[src/source/edpPkg.sv]
package edpPkg;

  localparam int wordBits = 36;
  localparam int halfBits = 18;
  localparam int shiftCountBits = 6;

  // Bit 0 is the sign and most significant bit
  typedef logic [0:wordBits-1] word;

  typedef enum logic [1:0] {
    adaAR,
    adaARX,
    adaMQ,
    adaZero
  } adaSelT;

  typedef enum logic [1:0] {
    adbFM,
    adbBRx2,
    adbBR,
    adbARx4
  } adbSelT;

  typedef enum logic [2:0] {
    aluAdd,
    aluSub,
    aluAnd,
    aluOr,
    aluXor,
    aluPassA,
    aluPassB
  } aluFuncT;

  // Shared by the AR and ARX load muxes
  typedef enum logic [2:0] {
    arCache,
    arAD,
    arEbus,
    arADX,
    arMQ,
    arFM,
    arZero
  } arSrcT;

  // Universal shift register functions
  typedef enum logic [1:0] {
    mqLoad,
    mqShl,
    mqShr,
    mqHold
  } mqFuncT;

  typedef enum logic [2:0] {
    diagAR,
    diagBR,
    diagMQ,
    diagFM,
    diagBRX,
    diagARX,
    diagADX,
    diagAD
  } diagSelT;

endpackage

[src/source/edpControl.sv]
`timescale 1ns/1ns

module edpControl (
  input  logic CLK,
  input  logic arstN,
  input  logic execute,
  input  edpPkg::adaSelT adaSel,
  input  edpPkg::adbSelT adbSel,
  input  edpPkg::aluFuncT aluFunc,
  input  edpPkg::arSrcT arSrc,
  input  logic arLoadLeft,
  input  logic arLoadRight,
  input  logic arxLoad,
  input  logic brLoad,
  input  logic brxLoad,
  input  edpPkg::mqFuncT mqFunc,
  input  logic [edpPkg::shiftCountBits-1:0] shiftCount,
  input  logic fmWriteLeft,
  input  logic fmWriteRight,
  input  logic longAdd,
  input  logic carryIn,
  output logic busy,
  output logic done,
  output logic arLoadL,
  output logic arLoadR,
  output logic arxLoadEn,
  output logic brLoadEn,
  output logic brxLoadEn,
  output edpPkg::mqFuncT mqOp,
  output logic fmWeL,
  output logic fmWeR,
  output edpPkg::adaSelT curAdaSel,
  output edpPkg::adbSelT curAdbSel,
  output edpPkg::aluFuncT curAluFunc,
  output logic adxCarryIn,
  output logic adChainEn
);
  import edpPkg::*;

  logic accept;
  logic isShift;
  logic shiftStart;
  logic [shiftCountBits-1:0] stepsLeft;
  mqFuncT heldMqFunc;
  adaSelT heldAdaSel;
  adbSelT heldAdbSel;
  aluFuncT heldAluFunc;
  logic heldLongAdd;
  logic heldCarryIn;

  // A new microword is taken only when no shift is running
  assign accept = execute && !busy;
  assign isShift = (mqFunc == mqShl) || (mqFunc == mqShr);
  assign shiftStart = accept && isShift && (shiftCount != '0);

  assign arLoadL = accept && arLoadLeft;
  assign arLoadR = accept && arLoadRight;
  assign arxLoadEn = accept && arxLoad;
  assign brLoadEn = accept && brLoad;
  assign brxLoadEn = accept && brxLoad;
  assign fmWeL = accept && fmWriteLeft;
  assign fmWeR = accept && fmWriteRight;

  // MQ sits still on the accepting edge of a shift microword
  always_comb begin
    if (busy) begin
      mqOp = heldMqFunc;
    end else if (accept && !isShift) begin
      mqOp = mqFunc;
    end else begin
      mqOp = mqHold;
    end
  end

  // ALU setup stays frozen while shifting so the fill bit is stable
  assign curAdaSel = busy ? heldAdaSel : adaSel;
  assign curAdbSel = busy ? heldAdbSel : adbSel;
  assign curAluFunc = busy ? heldAluFunc : aluFunc;
  assign adChainEn = busy ? heldLongAdd : longAdd;
  assign adxCarryIn = busy ? heldCarryIn : carryIn;

  always_ff @(posedge CLK or negedge arstN) begin
    if (!arstN) begin
      busy <= 1'b0;
      done <= 1'b0;
      stepsLeft <= '0;
      heldMqFunc <= mqLoad;
      heldAdaSel <= adaAR;
      heldAdbSel <= adbFM;
      heldAluFunc <= aluAdd;
      heldLongAdd <= 1'b0;
      heldCarryIn <= 1'b0;
    end else if (shiftStart) begin
      busy <= 1'b1;
      done <= (shiftCount == 1);
      stepsLeft <= shiftCount;
      heldMqFunc <= mqFunc;
      heldAdaSel <= adaSel;
      heldAdbSel <= adbSel;
      heldAluFunc <= aluFunc;
      heldLongAdd <= longAdd;
      heldCarryIn <= carryIn;
    end else if (busy) begin
      stepsLeft <= stepsLeft - 1'b1;
      // done lines up with the cycle of the last shift
      done <= (stepsLeft == 2);
      if (stepsLeft == 1) begin
        busy <= 1'b0;
      end
    end
  end

  arSrcKnown: assert property (@(posedge CLK) disable iff (!arstN)
    execute |-> !$isunknown(arSrc));

  // done closes a shift run and busy drops right after it
  doneEndsBusy: assert property (@(posedge CLK) disable iff (!arstN)
    done |-> busy ##1 !busy);

endmodule

[src/source/operandMux.sv]
`timescale 1ns/1ns

module operandMux (
  input  edpPkg::adaSelT adaSel,
  input  edpPkg::adbSelT adbSel,
  input  edpPkg::word ar,
  input  edpPkg::word arx,
  input  edpPkg::word br,
  input  edpPkg::word brx,
  input  edpPkg::word mq,
  input  edpPkg::word fm,
  output edpPkg::word ada,
  output logic [0:edpPkg::wordBits+1] adb,
  output edpPkg::word adxa,
  output edpPkg::word adxb
);
  import edpPkg::*;

  always_comb begin
    case (adaSel)
      adaAR:   ada = ar;
      adaARX:  ada = arx;
      adaMQ:   ada = mq;
      default: ada = '0;
    endcase
    // Low word follows the zero select and is ARX otherwise
    adxa = (adaSel == adaZero) ? '0 : arx;
  end

  // First two ADB bits form the extension from sign or shifted-out bits
  always_comb begin
    case (adbSel)
      adbFM: begin
        adb = {fm[0], fm[0], fm};
        adxb = '0;
      end
      adbBRx2: begin
        adb = {br[0], br[0], br[1:wordBits-1], brx[0]};
        adxb = {brx[1:wordBits-1], 1'b0};
      end
      adbBR: begin
        adb = {br[0], br[0], br};
        adxb = brx;
      end
      default: begin
        // Times four moves AR:ARX up two places
        adb = {ar[0], ar[1], ar[2:wordBits-1], arx[0:1]};
        adxb = {arx[2:wordBits-1], 2'b00};
      end
    endcase
  end

endmodule

[src/source/lookaheadAlu.sv]
`timescale 1ns/1ns

module lookaheadAlu #(
  parameter int width = 36
) (
  input  edpPkg::aluFuncT func,
  input  logic [0:width-1] a,
  input  logic [0:width-1] b,
  input  logic carryIn,
  output logic [0:width-1] result,
  output logic carryOut,
  output logic overflow
);
  import edpPkg::*;

  localparam int groupBits = 6;
  localparam int groups = (width + groupBits - 1) / groupBits;
  localparam int paddedBits = groups * groupBits;

  // Working vectors are LSB first
  // Padding bits never generate or propagate
  logic [paddedBits-1:0] genL;
  logic [paddedBits-1:0] propL;
  logic [paddedBits-1:0] carryL;
  logic [groups-1:0] grpGen;
  logic [groups-1:0] grpProp;
  logic [groups-1:0] grpCarry;
  logic [0:width-1] sum;
  logic arith;
  logic cin;

  assign arith = (func == aluAdd) || (func == aluSub);
  assign cin = (func == aluSub) ? 1'b1 : carryIn;

  always_comb begin
    logic bBit;
    genL = '0;
    propL = '0;
    for (int j = 0; j < width; j++) begin
      bBit = (func == aluSub) ? ~b[width-1-j] : b[width-1-j];
      genL[j] = a[width-1-j] & bBit;
      propL[j] = a[width-1-j] ^ bBit;
    end
  end

  // Six-bit group generate and propagate
  always_comb begin
    int idx;
    for (int k = 0; k < groups; k++) begin
      grpGen[k] = 1'b0;
      grpProp[k] = 1'b1;
      for (int j = 0; j < groupBits; j++) begin
        idx = k * groupBits + j;
        grpGen[k] = genL[idx] | (propL[idx] & grpGen[k]);
        grpProp[k] = grpProp[k] & propL[idx];
      end
    end
  end

  // Each group carry from lower group terms and the carry in only
  always_comb begin
    for (int k = 0; k < groups; k++) begin
      grpCarry[k] = cin;
      for (int m = 0; m < k; m++) begin
        grpCarry[k] = grpGen[m] | (grpProp[m] & grpCarry[k]);
      end
    end
  end

  always_comb begin
    logic c;
    for (int k = 0; k < groups; k++) begin
      c = grpCarry[k];
      for (int j = 0; j < groupBits; j++) begin
        carryL[k * groupBits + j] = c;
        c = genL[k * groupBits + j] | (propL[k * groupBits + j] & c);
      end
    end
  end

  always_comb begin
    for (int j = 0; j < width; j++) begin
      sum[width-1-j] = propL[j] ^ carryL[j];
    end
  end

  always_comb begin
    case (func)
      aluAdd, aluSub: result = sum;
      aluAnd:   result = a & b;
      aluOr:    result = a | b;
      aluXor:   result = a ^ b;
      aluPassA: result = a;
      aluPassB: result = b;
      default:  result = '0;
    endcase
  end

  // Flags refer to the 36-bit word
  // Its sign is LSB-first bit wordBits-1
  assign carryOut = arith & (genL[wordBits-1] | (propL[wordBits-1] & carryL[wordBits-1]));
  assign overflow = arith & (carryOut ^ carryL[wordBits-1]);

endmodule

[src/source/workRegs.sv]
`timescale 1ns/1ns

module workRegs (
  input  logic CLK,
  input  logic arstN,
  input  logic arLoadL,
  input  logic arLoadR,
  input  edpPkg::arSrcT arSrc,
  input  logic arxLoadEn,
  input  edpPkg::arSrcT arxSrc,
  input  logic brLoadEn,
  input  logic brxLoadEn,
  input  edpPkg::word cacheData,
  input  edpPkg::word ebusData,
  input  edpPkg::word ad,
  input  edpPkg::word adx,
  input  edpPkg::word mq,
  input  edpPkg::word fm,
  output edpPkg::word ar,
  output edpPkg::word arx,
  output edpPkg::word br,
  output edpPkg::word brx
);
  import edpPkg::*;

  word sources [0:7];
  word arData;
  word arxData;

  // One source table serves both the AR and ARX muxes
  always_comb begin
    sources[arCache] = cacheData;
    sources[arAD] = ad;
    sources[arEbus] = ebusData;
    sources[arADX] = adx;
    sources[arMQ] = mq;
    sources[arFM] = fm;
    sources[arZero] = '0;
    sources[7] = '0;
  end

  assign arData = sources[arSrc];
  assign arxData = sources[arxSrc];

  // Halves load separately; arZero with one strobe clears just that half
  always_ff @(posedge CLK or negedge arstN) begin
    if (!arstN) begin
      ar <= '0;
    end else begin
      if (arLoadL) begin
        ar[0:halfBits-1] <= arData[0:halfBits-1];
      end
      if (arLoadR) begin
        ar[halfBits:wordBits-1] <= arData[halfBits:wordBits-1];
      end
    end
  end

  always_ff @(posedge CLK or negedge arstN) begin
    if (!arstN) begin
      arx <= '0;
    end else if (arxLoadEn) begin
      arx <= arxData;
    end
  end

  // BR and BRX only ever take a copy of AR and ARX
  always_ff @(posedge CLK or negedge arstN) begin
    if (!arstN) begin
      br <= '0;
      brx <= '0;
    end else begin
      if (brLoadEn) begin
        br <= ar;
      end
      if (brxLoadEn) begin
        brx <= arx;
      end
    end
  end

endmodule

[src/source/mqShifter.sv]
`timescale 1ns/1ns

module mqShifter (
  input  logic CLK,
  input  logic arstN,
  input  edpPkg::mqFuncT mqOp,
  input  edpPkg::word loadValue,
  input  logic shiftInBit,
  output edpPkg::word mq
);
  import edpPkg::*;

  always_ff @(posedge CLK or negedge arstN) begin
    if (!arstN) begin
      mq <= '0;
    end else begin
      case (mqOp)
        mqLoad: mq <= loadValue;
        // Low end filled from the AD carry
        mqShl:  mq <= {mq[1:wordBits-1], shiftInBit};
        // Bit 0 stays, bit 1 is kept and copied down as the sign
        mqShr:  mq <= {mq[0], mq[1], mq[1:wordBits-2]};
        default: mq <= mq;
      endcase
    end
  end

  mqOpKnown: assert property (@(posedge CLK) disable iff (!arstN)
    !$isunknown(mqOp));

endmodule

[src/source/fastMem.sv]
`timescale 1ns/1ns

module fastMem #(
  parameter int fmAddrBits = 4
) (
  input  logic CLK,
  input  logic [fmAddrBits-1:0] fmAddr,
  input  logic fmWeL,
  input  logic fmWeR,
  input  edpPkg::word writeData,
  output edpPkg::word fm,
  output logic fmParity
);
  import edpPkg::*;

  word mem [0:(1 << fmAddrBits) - 1];

  // Halfword enables, each covers its own 18 bits
  always_ff @(posedge CLK) begin
    if (fmWeL) begin
      mem[fmAddr][0:halfBits-1] <= writeData[0:halfBits-1];
    end
    if (fmWeR) begin
      mem[fmAddr][halfBits:wordBits-1] <= writeData[halfBits:wordBits-1];
    end
  end

  // Asynchronous read
  assign fm = mem[fmAddr];
  assign fmParity = ^fm;

endmodule

[src/source/edpTop.sv]
`timescale 1ns/1ns

module edpTop #(
  parameter int fmAddrBits = 4
) (
  input  logic CLK,
  input  logic arstN,
  input  logic execute,
  input  edpPkg::adaSelT adaSel,
  input  edpPkg::adbSelT adbSel,
  input  edpPkg::aluFuncT aluFunc,
  input  edpPkg::arSrcT arSrc,
  input  logic arLoadLeft,
  input  logic arLoadRight,
  input  edpPkg::arSrcT arxSrc,
  input  logic arxLoad,
  input  logic brLoad,
  input  logic brxLoad,
  input  edpPkg::mqFuncT mqFunc,
  input  logic [edpPkg::shiftCountBits-1:0] shiftCount,
  input  logic [fmAddrBits-1:0] fmAddr,
  input  logic fmWriteLeft,
  input  logic fmWriteRight,
  input  logic longAdd,
  input  logic carryIn,
  input  edpPkg::diagSelT diagSel,
  input  logic diagRead,
  input  edpPkg::word cacheData,
  input  edpPkg::word ebusData,
  output edpPkg::word adResult,
  output logic adOverflow,
  output logic carryOut,
  output logic fmParity,
  output edpPkg::word diagData,
  output logic busy,
  output logic done
);
  import edpPkg::*;

  word ar, arx, br, brx, mq, fm, ada, adxa, adxb, adx;
  logic [0:wordBits+1] adb;
  logic [0:wordBits+1] adFull;
  logic arLoadL, arLoadR, arxLoadEn, brLoadEn, brxLoadEn, fmWeL, fmWeR;
  logic adxCarryIn, adChainEn, adxCarryOut, adCarryIn;
  mqFuncT mqOp;
  adaSelT curAdaSel;
  adbSelT curAdbSel;
  aluFuncT curAluFunc;

  edpControl control (.CLK, .arstN, .execute, .adaSel, .adbSel, .aluFunc, .arSrc,
    .arLoadLeft, .arLoadRight, .arxLoad, .brLoad, .brxLoad, .mqFunc, .shiftCount,
    .fmWriteLeft, .fmWriteRight, .longAdd, .carryIn, .busy, .done, .arLoadL,
    .arLoadR, .arxLoadEn, .brLoadEn, .brxLoadEn, .mqOp, .fmWeL, .fmWeR, .curAdaSel,
    .curAdbSel, .curAluFunc, .adxCarryIn, .adChainEn);

  workRegs regs (.CLK, .arstN, .arLoadL, .arLoadR, .arSrc, .arxLoadEn, .arxSrc,
    .brLoadEn, .brxLoadEn, .cacheData, .ebusData, .ad(adResult), .adx, .mq, .fm,
    .ar, .arx, .br, .brx);

  // Left shift fill comes from the AD carry out
  mqShifter mqReg (.CLK, .arstN, .mqOp, .loadValue(adResult), .shiftInBit(carryOut), .mq);

  fastMem #(.fmAddrBits(fmAddrBits)) fmem (.CLK, .fmAddr, .fmWeL, .fmWeR,
    .writeData(ar), .fm, .fmParity);

  operandMux opMux (.adaSel(curAdaSel), .adbSel(curAdbSel), .ar, .arx, .br, .brx,
    .mq, .fm, .ada, .adb, .adxa, .adxb);

  // Long add chains the ADX carry into AD for a 72-bit sum
  assign adCarryIn = adChainEn ? adxCarryOut : adxCarryIn;

  lookaheadAlu #(.width(wordBits + 2)) adUnit (.func(curAluFunc), .a({ada[0], ada[0], ada}),
    .b(adb), .carryIn(adCarryIn), .result(adFull), .carryOut, .overflow(adOverflow));

  lookaheadAlu #(.width(wordBits)) adxUnit (.func(curAluFunc), .a(adxa), .b(adxb),
    .carryIn(adxCarryIn), .result(adx), .carryOut(adxCarryOut), .overflow());

  assign adResult = adFull[2:wordBits+1];

  always_ff @(posedge CLK or negedge arstN) begin
    if (!arstN) begin
      diagData <= '0;
    end else if (diagRead) begin
      case (diagSel)
        diagAR:  diagData <= ar;
        diagBR:  diagData <= br;
        diagMQ:  diagData <= mq;
        diagFM:  diagData <= fm;
        diagBRX: diagData <= brx;
        diagARX: diagData <= arx;
        diagADX: diagData <= adx;
        default: diagData <= adResult;
      endcase
    end
  end

endmodule

[config.mk]
export PLATFORM = sky130hd
export DESIGN_NAME = edpTop
export DESIGN_NICKNAME = d
export VERILOG_FILES = /design/src/source/edpPkg.sv /design/src/source/edpControl.sv /design/src/source/operandMux.sv /design/src/source/lookaheadAlu.sv /design/src/source/workRegs.sv /design/src/source/mqShifter.sv /design/src/source/fastMem.sv /design/src/source/edpTop.sv
export SDC_FILE = /design/constraint.sdc
export NUM_CORES = 2
export LEC_CHECK = 0
export BUFFER_PORTS_ARGS = -buffer_cell sky130_fd_sc_hd__buf_2
export CELL_PAD_IN_SITES_DETAIL_PLACEMENT = 0
export CELL_PAD_IN_SITES_GLOBAL_PLACEMENT = 1
export CORE_ASPECT_RATIO = 2
export CORE_MARGIN = 2
export CORE_UTILIZATION = 53
export DETAILED_ROUTE_END_ITERATION = 7
export PLACE_DENSITY_LB_ADDON = 0.1
export SETUP_SLACK_MARGIN = 0.3
export SYNTH_ARGS = -nofsm -noshare
export SYNTH_HDL_FRONTEND = slang
export SYNTH_HIERARCHICAL = 1
export SYNTH_SLANG_ARGS = --single-unit
[constraint.sdc]
create_clock -name CLK -period 18.8 [get_ports CLK]
set_input_delay 2.82 -clock CLK [delete_from_list [all_inputs] [get_ports CLK]]
set_output_delay 2.82 -clock CLK [all_outputs]
set_load 0.01 [all_outputs]
==> metrics.md <==
| Metric | Value |
|---|---|
| Layout Utilization | `between 50% and 60%` |
| Reg2reg start | `control/busy$_DFF_PN0_` |
| Crit-path max FO | `25` |
| Most frequent cells in the layout | `edfxtp_1, mux4_2, dfrtp_1, nor2_1, inv_1` |
| Crit-path most repeated cell | `fa_1` |
| LEAKAGE | `between 20 and 25 nW` |
| Failing checks | `design-rule violations` |
| Final hold viol count | `0` |
| Worst Path Arrival | `14520 ps` |
| Status | `finished with violations` |
| Reg2Reg Setup Slack | `approximately 5500 ps` |
| Hold path cells | `1` |
| Reg2reg path depth | `36` |
| Crit path largest cell delay | `790 ps` |
| Slew headroom | `between 10% and 20%` |
| Max-slew violation count | `0` |
| CTS tree | `yes` |
| Final net count | `between 4000 and 5000` |
| Placed inst area | `slightly above 0.05 mm^2` |
| Startpoint Class | `input port` |
| CTS Buf Count | `75` |
| GRT Total Usage | `about a third` |
| Resized cells post-CTS | `0` |
| Worst hold path startpoint | `control/heldAdaSel[1]$_DFFE_PN0P_` |
| Num ports | `190` |
| Die X | `around 220 um` |
| Global route total overflow | `0` |
| First-pass GRT wire length | `about 240000 um` |
| Pwr dens | `210 mW/mm^2` |
| GP Congestion | `slightly above 0.9` |
| Final critical-path setup slack | `1460 ps` |
| GR Util met1 | `a little over two fifths` |
| Vias | `34847` |
| Vias in the first global route | `approximately 36000` |
| Proportion of layout cells with a drive suffix above 1 | `24.2%` |
| M3 GR Usage | `under 10%` |
| Worst-path clk slew | `approximately 60 ps` |
| Synth-to-Final Area Change | `8.64%` |
| Hold-fix buffers at CTS | `0` |
| Syn_nets | `~4200` |
| Worst IR Drop VDD | `159 uV` |
| Setup CP Type | `in -> out` |
| CP endpoint kind | `output pin` |
| Clk_lat worst skew | `700 ps` |
| DR DRC count | `1` |
| Pre-CTS WS | `about 1600 ps` |
| Max-cap viol count | `0` |
| Fin crit share | `about 90%` |
| DRT Pass-1 Iters | `8` |
| Fin crit period | `roughly 17000 ps` |
| GR peak layer | `met2` |
| CTS root buf | `clkbuf_16` |
| Final setup vio count | `0` |
| Worst Tran Pin Value | `roughly 1300 ps` |
| Largest net degree at the start of global routing | `134` |
| Core region area | `about 0.093 mm^2` |
| # port buffers | `189` |
| Drt via density | `6.79` |
| Clk_skew | `about 54 ps` |
| CP max-delay cell | `o21ai_0` |
| Worst r2r dst | `regs/ar[35]$_DFFE_PN0P_` |
| Initial Utilization | `about 53%` |
| Clock buffer depth | `3` |
| Final setup TNS | `0 ps` |
| Site Rows | `roughly 160` |
| Initial antenna violation count | `7` |
| Post-DP HPWL | `about 110000 um` |
| Die ar. | `roughly 0.096 mm^2` |
| Fmax | `between 50 and 60 MHz` |
| Grt met2 use | `between 50% and 60%` |
| Routed Antenna Nets | `0` |
| Total Routed Length | `between 150000 and 200000 um` |
| Synth Instances | `about 3800` |
| Average wire per standard cell | `31.3 um` |
| Crit path required time | `roughly 16000 ps` |
| Hold Crit Endpoint | `control/heldAdaSel[1]$_DFFE_PN0P_` |
| H-Tree Depth | `3` |
| Die outline height | `about 440 um` |
| RSZ-0062 raised after global routing | `false` |
| Cell Area, Synth | `0.0494 mm^2` |
| Fin area | `between 0.05 and 0.06 mm^2` |
| CTS Sinks | `811` |
| Synthesized area per cell | `13.0 um^2` |
| Starting DRT DRC Count | `around 3400` |
| Most common cell after layout, fill and taps aside | `edfxtp_1` |
| Yosys warning total | `6` |
| Worst Hold Class | `reg -> reg` |
| Setup bufs post-CTS | `0` |
[worst max-delay path, delay by kind of cell]
kind | cells | cell delay, ps
xor gates and xnor gates | 1 | 250
buffers and inverters | 4 | 720
and+or+nand+nor | 9 | 2360
muxes | 2 | 780
AOI/OAI and AO/OA | 6 | 1800
adders and majority gates | 13 | 5720
[report_power, final]
part	internal [W]	leakage, nW	switching [W]
registers	0.00235	8.00	0.000605
logic	0.00271	11.1	0.00399
clock network	0.000859	1.20	0.000728
[registers in the layout, summed over array words and instances (netlist names)]
signal	count
control/heldMqFunc	2
control/heldLongAdd	1
fmem/mem	576
regs/br	36
control/heldCarryIn	1
control/heldAdbSel	2
control/done	1
regs/arx	36
control/busy	1
control/heldAluFunc	3
control/heldAdaSel	2
regs/ar	36
regs/brx	36
mqReg/mq	36
diagData	36
control/stepsLeft	6
[how the worst max path moves through the flow]
stage | start | endpoint | slack, ps | depth (start not counted)
floorplan | aluFunc[2] | adResult[35] | 3840 | 33
global placement | adbSel[0] | adResult[35] | 1790 | 34
detailed placement | adbSel[0] | adResult[35] | 1630 | 35
CTS | adbSel[0] | adResult[35] | 1610 | 35
global route | adbSel[0] | adResult[35] | 1150 | 35
finish | adbSel[0] | adResult[35] | 1460 | 35
[per-stage QoR]
stage / total power (W) / cells / hold WS [ps]
final: 0.0113 / 5130 / 510
after global routing: 0.0120 / 5130 / 526
after CTS: 0.0112 / 5129 / 507
after detailed placement: 0.00958 / 4990 / 491
after global placement: 0.00939 / 4990 / 486
after floorplan: 0.00723 / 3798 / 470
[final cells by class]
class | count | area [um^2]
clock buffers | 92 | 2010
inverters | 227 | 852
well taps | 1200 | 1500
diodes | 1 | 2.50
multi-input cells | 2453 | 23800
fillers | 7460 | 38900
repair buffers | 299 | 1820
clock inverters | 47 | 484
flip-flops and latches | 811 | 23200
[layer usage]
layer  vias up  wire (um)
li1      14726          -
met1     17973      59200
met2      1742      81800
met3       406      11100
met4         0       8690
met5         -          0
Note: power is estimated with default switching activity, not from simulation.
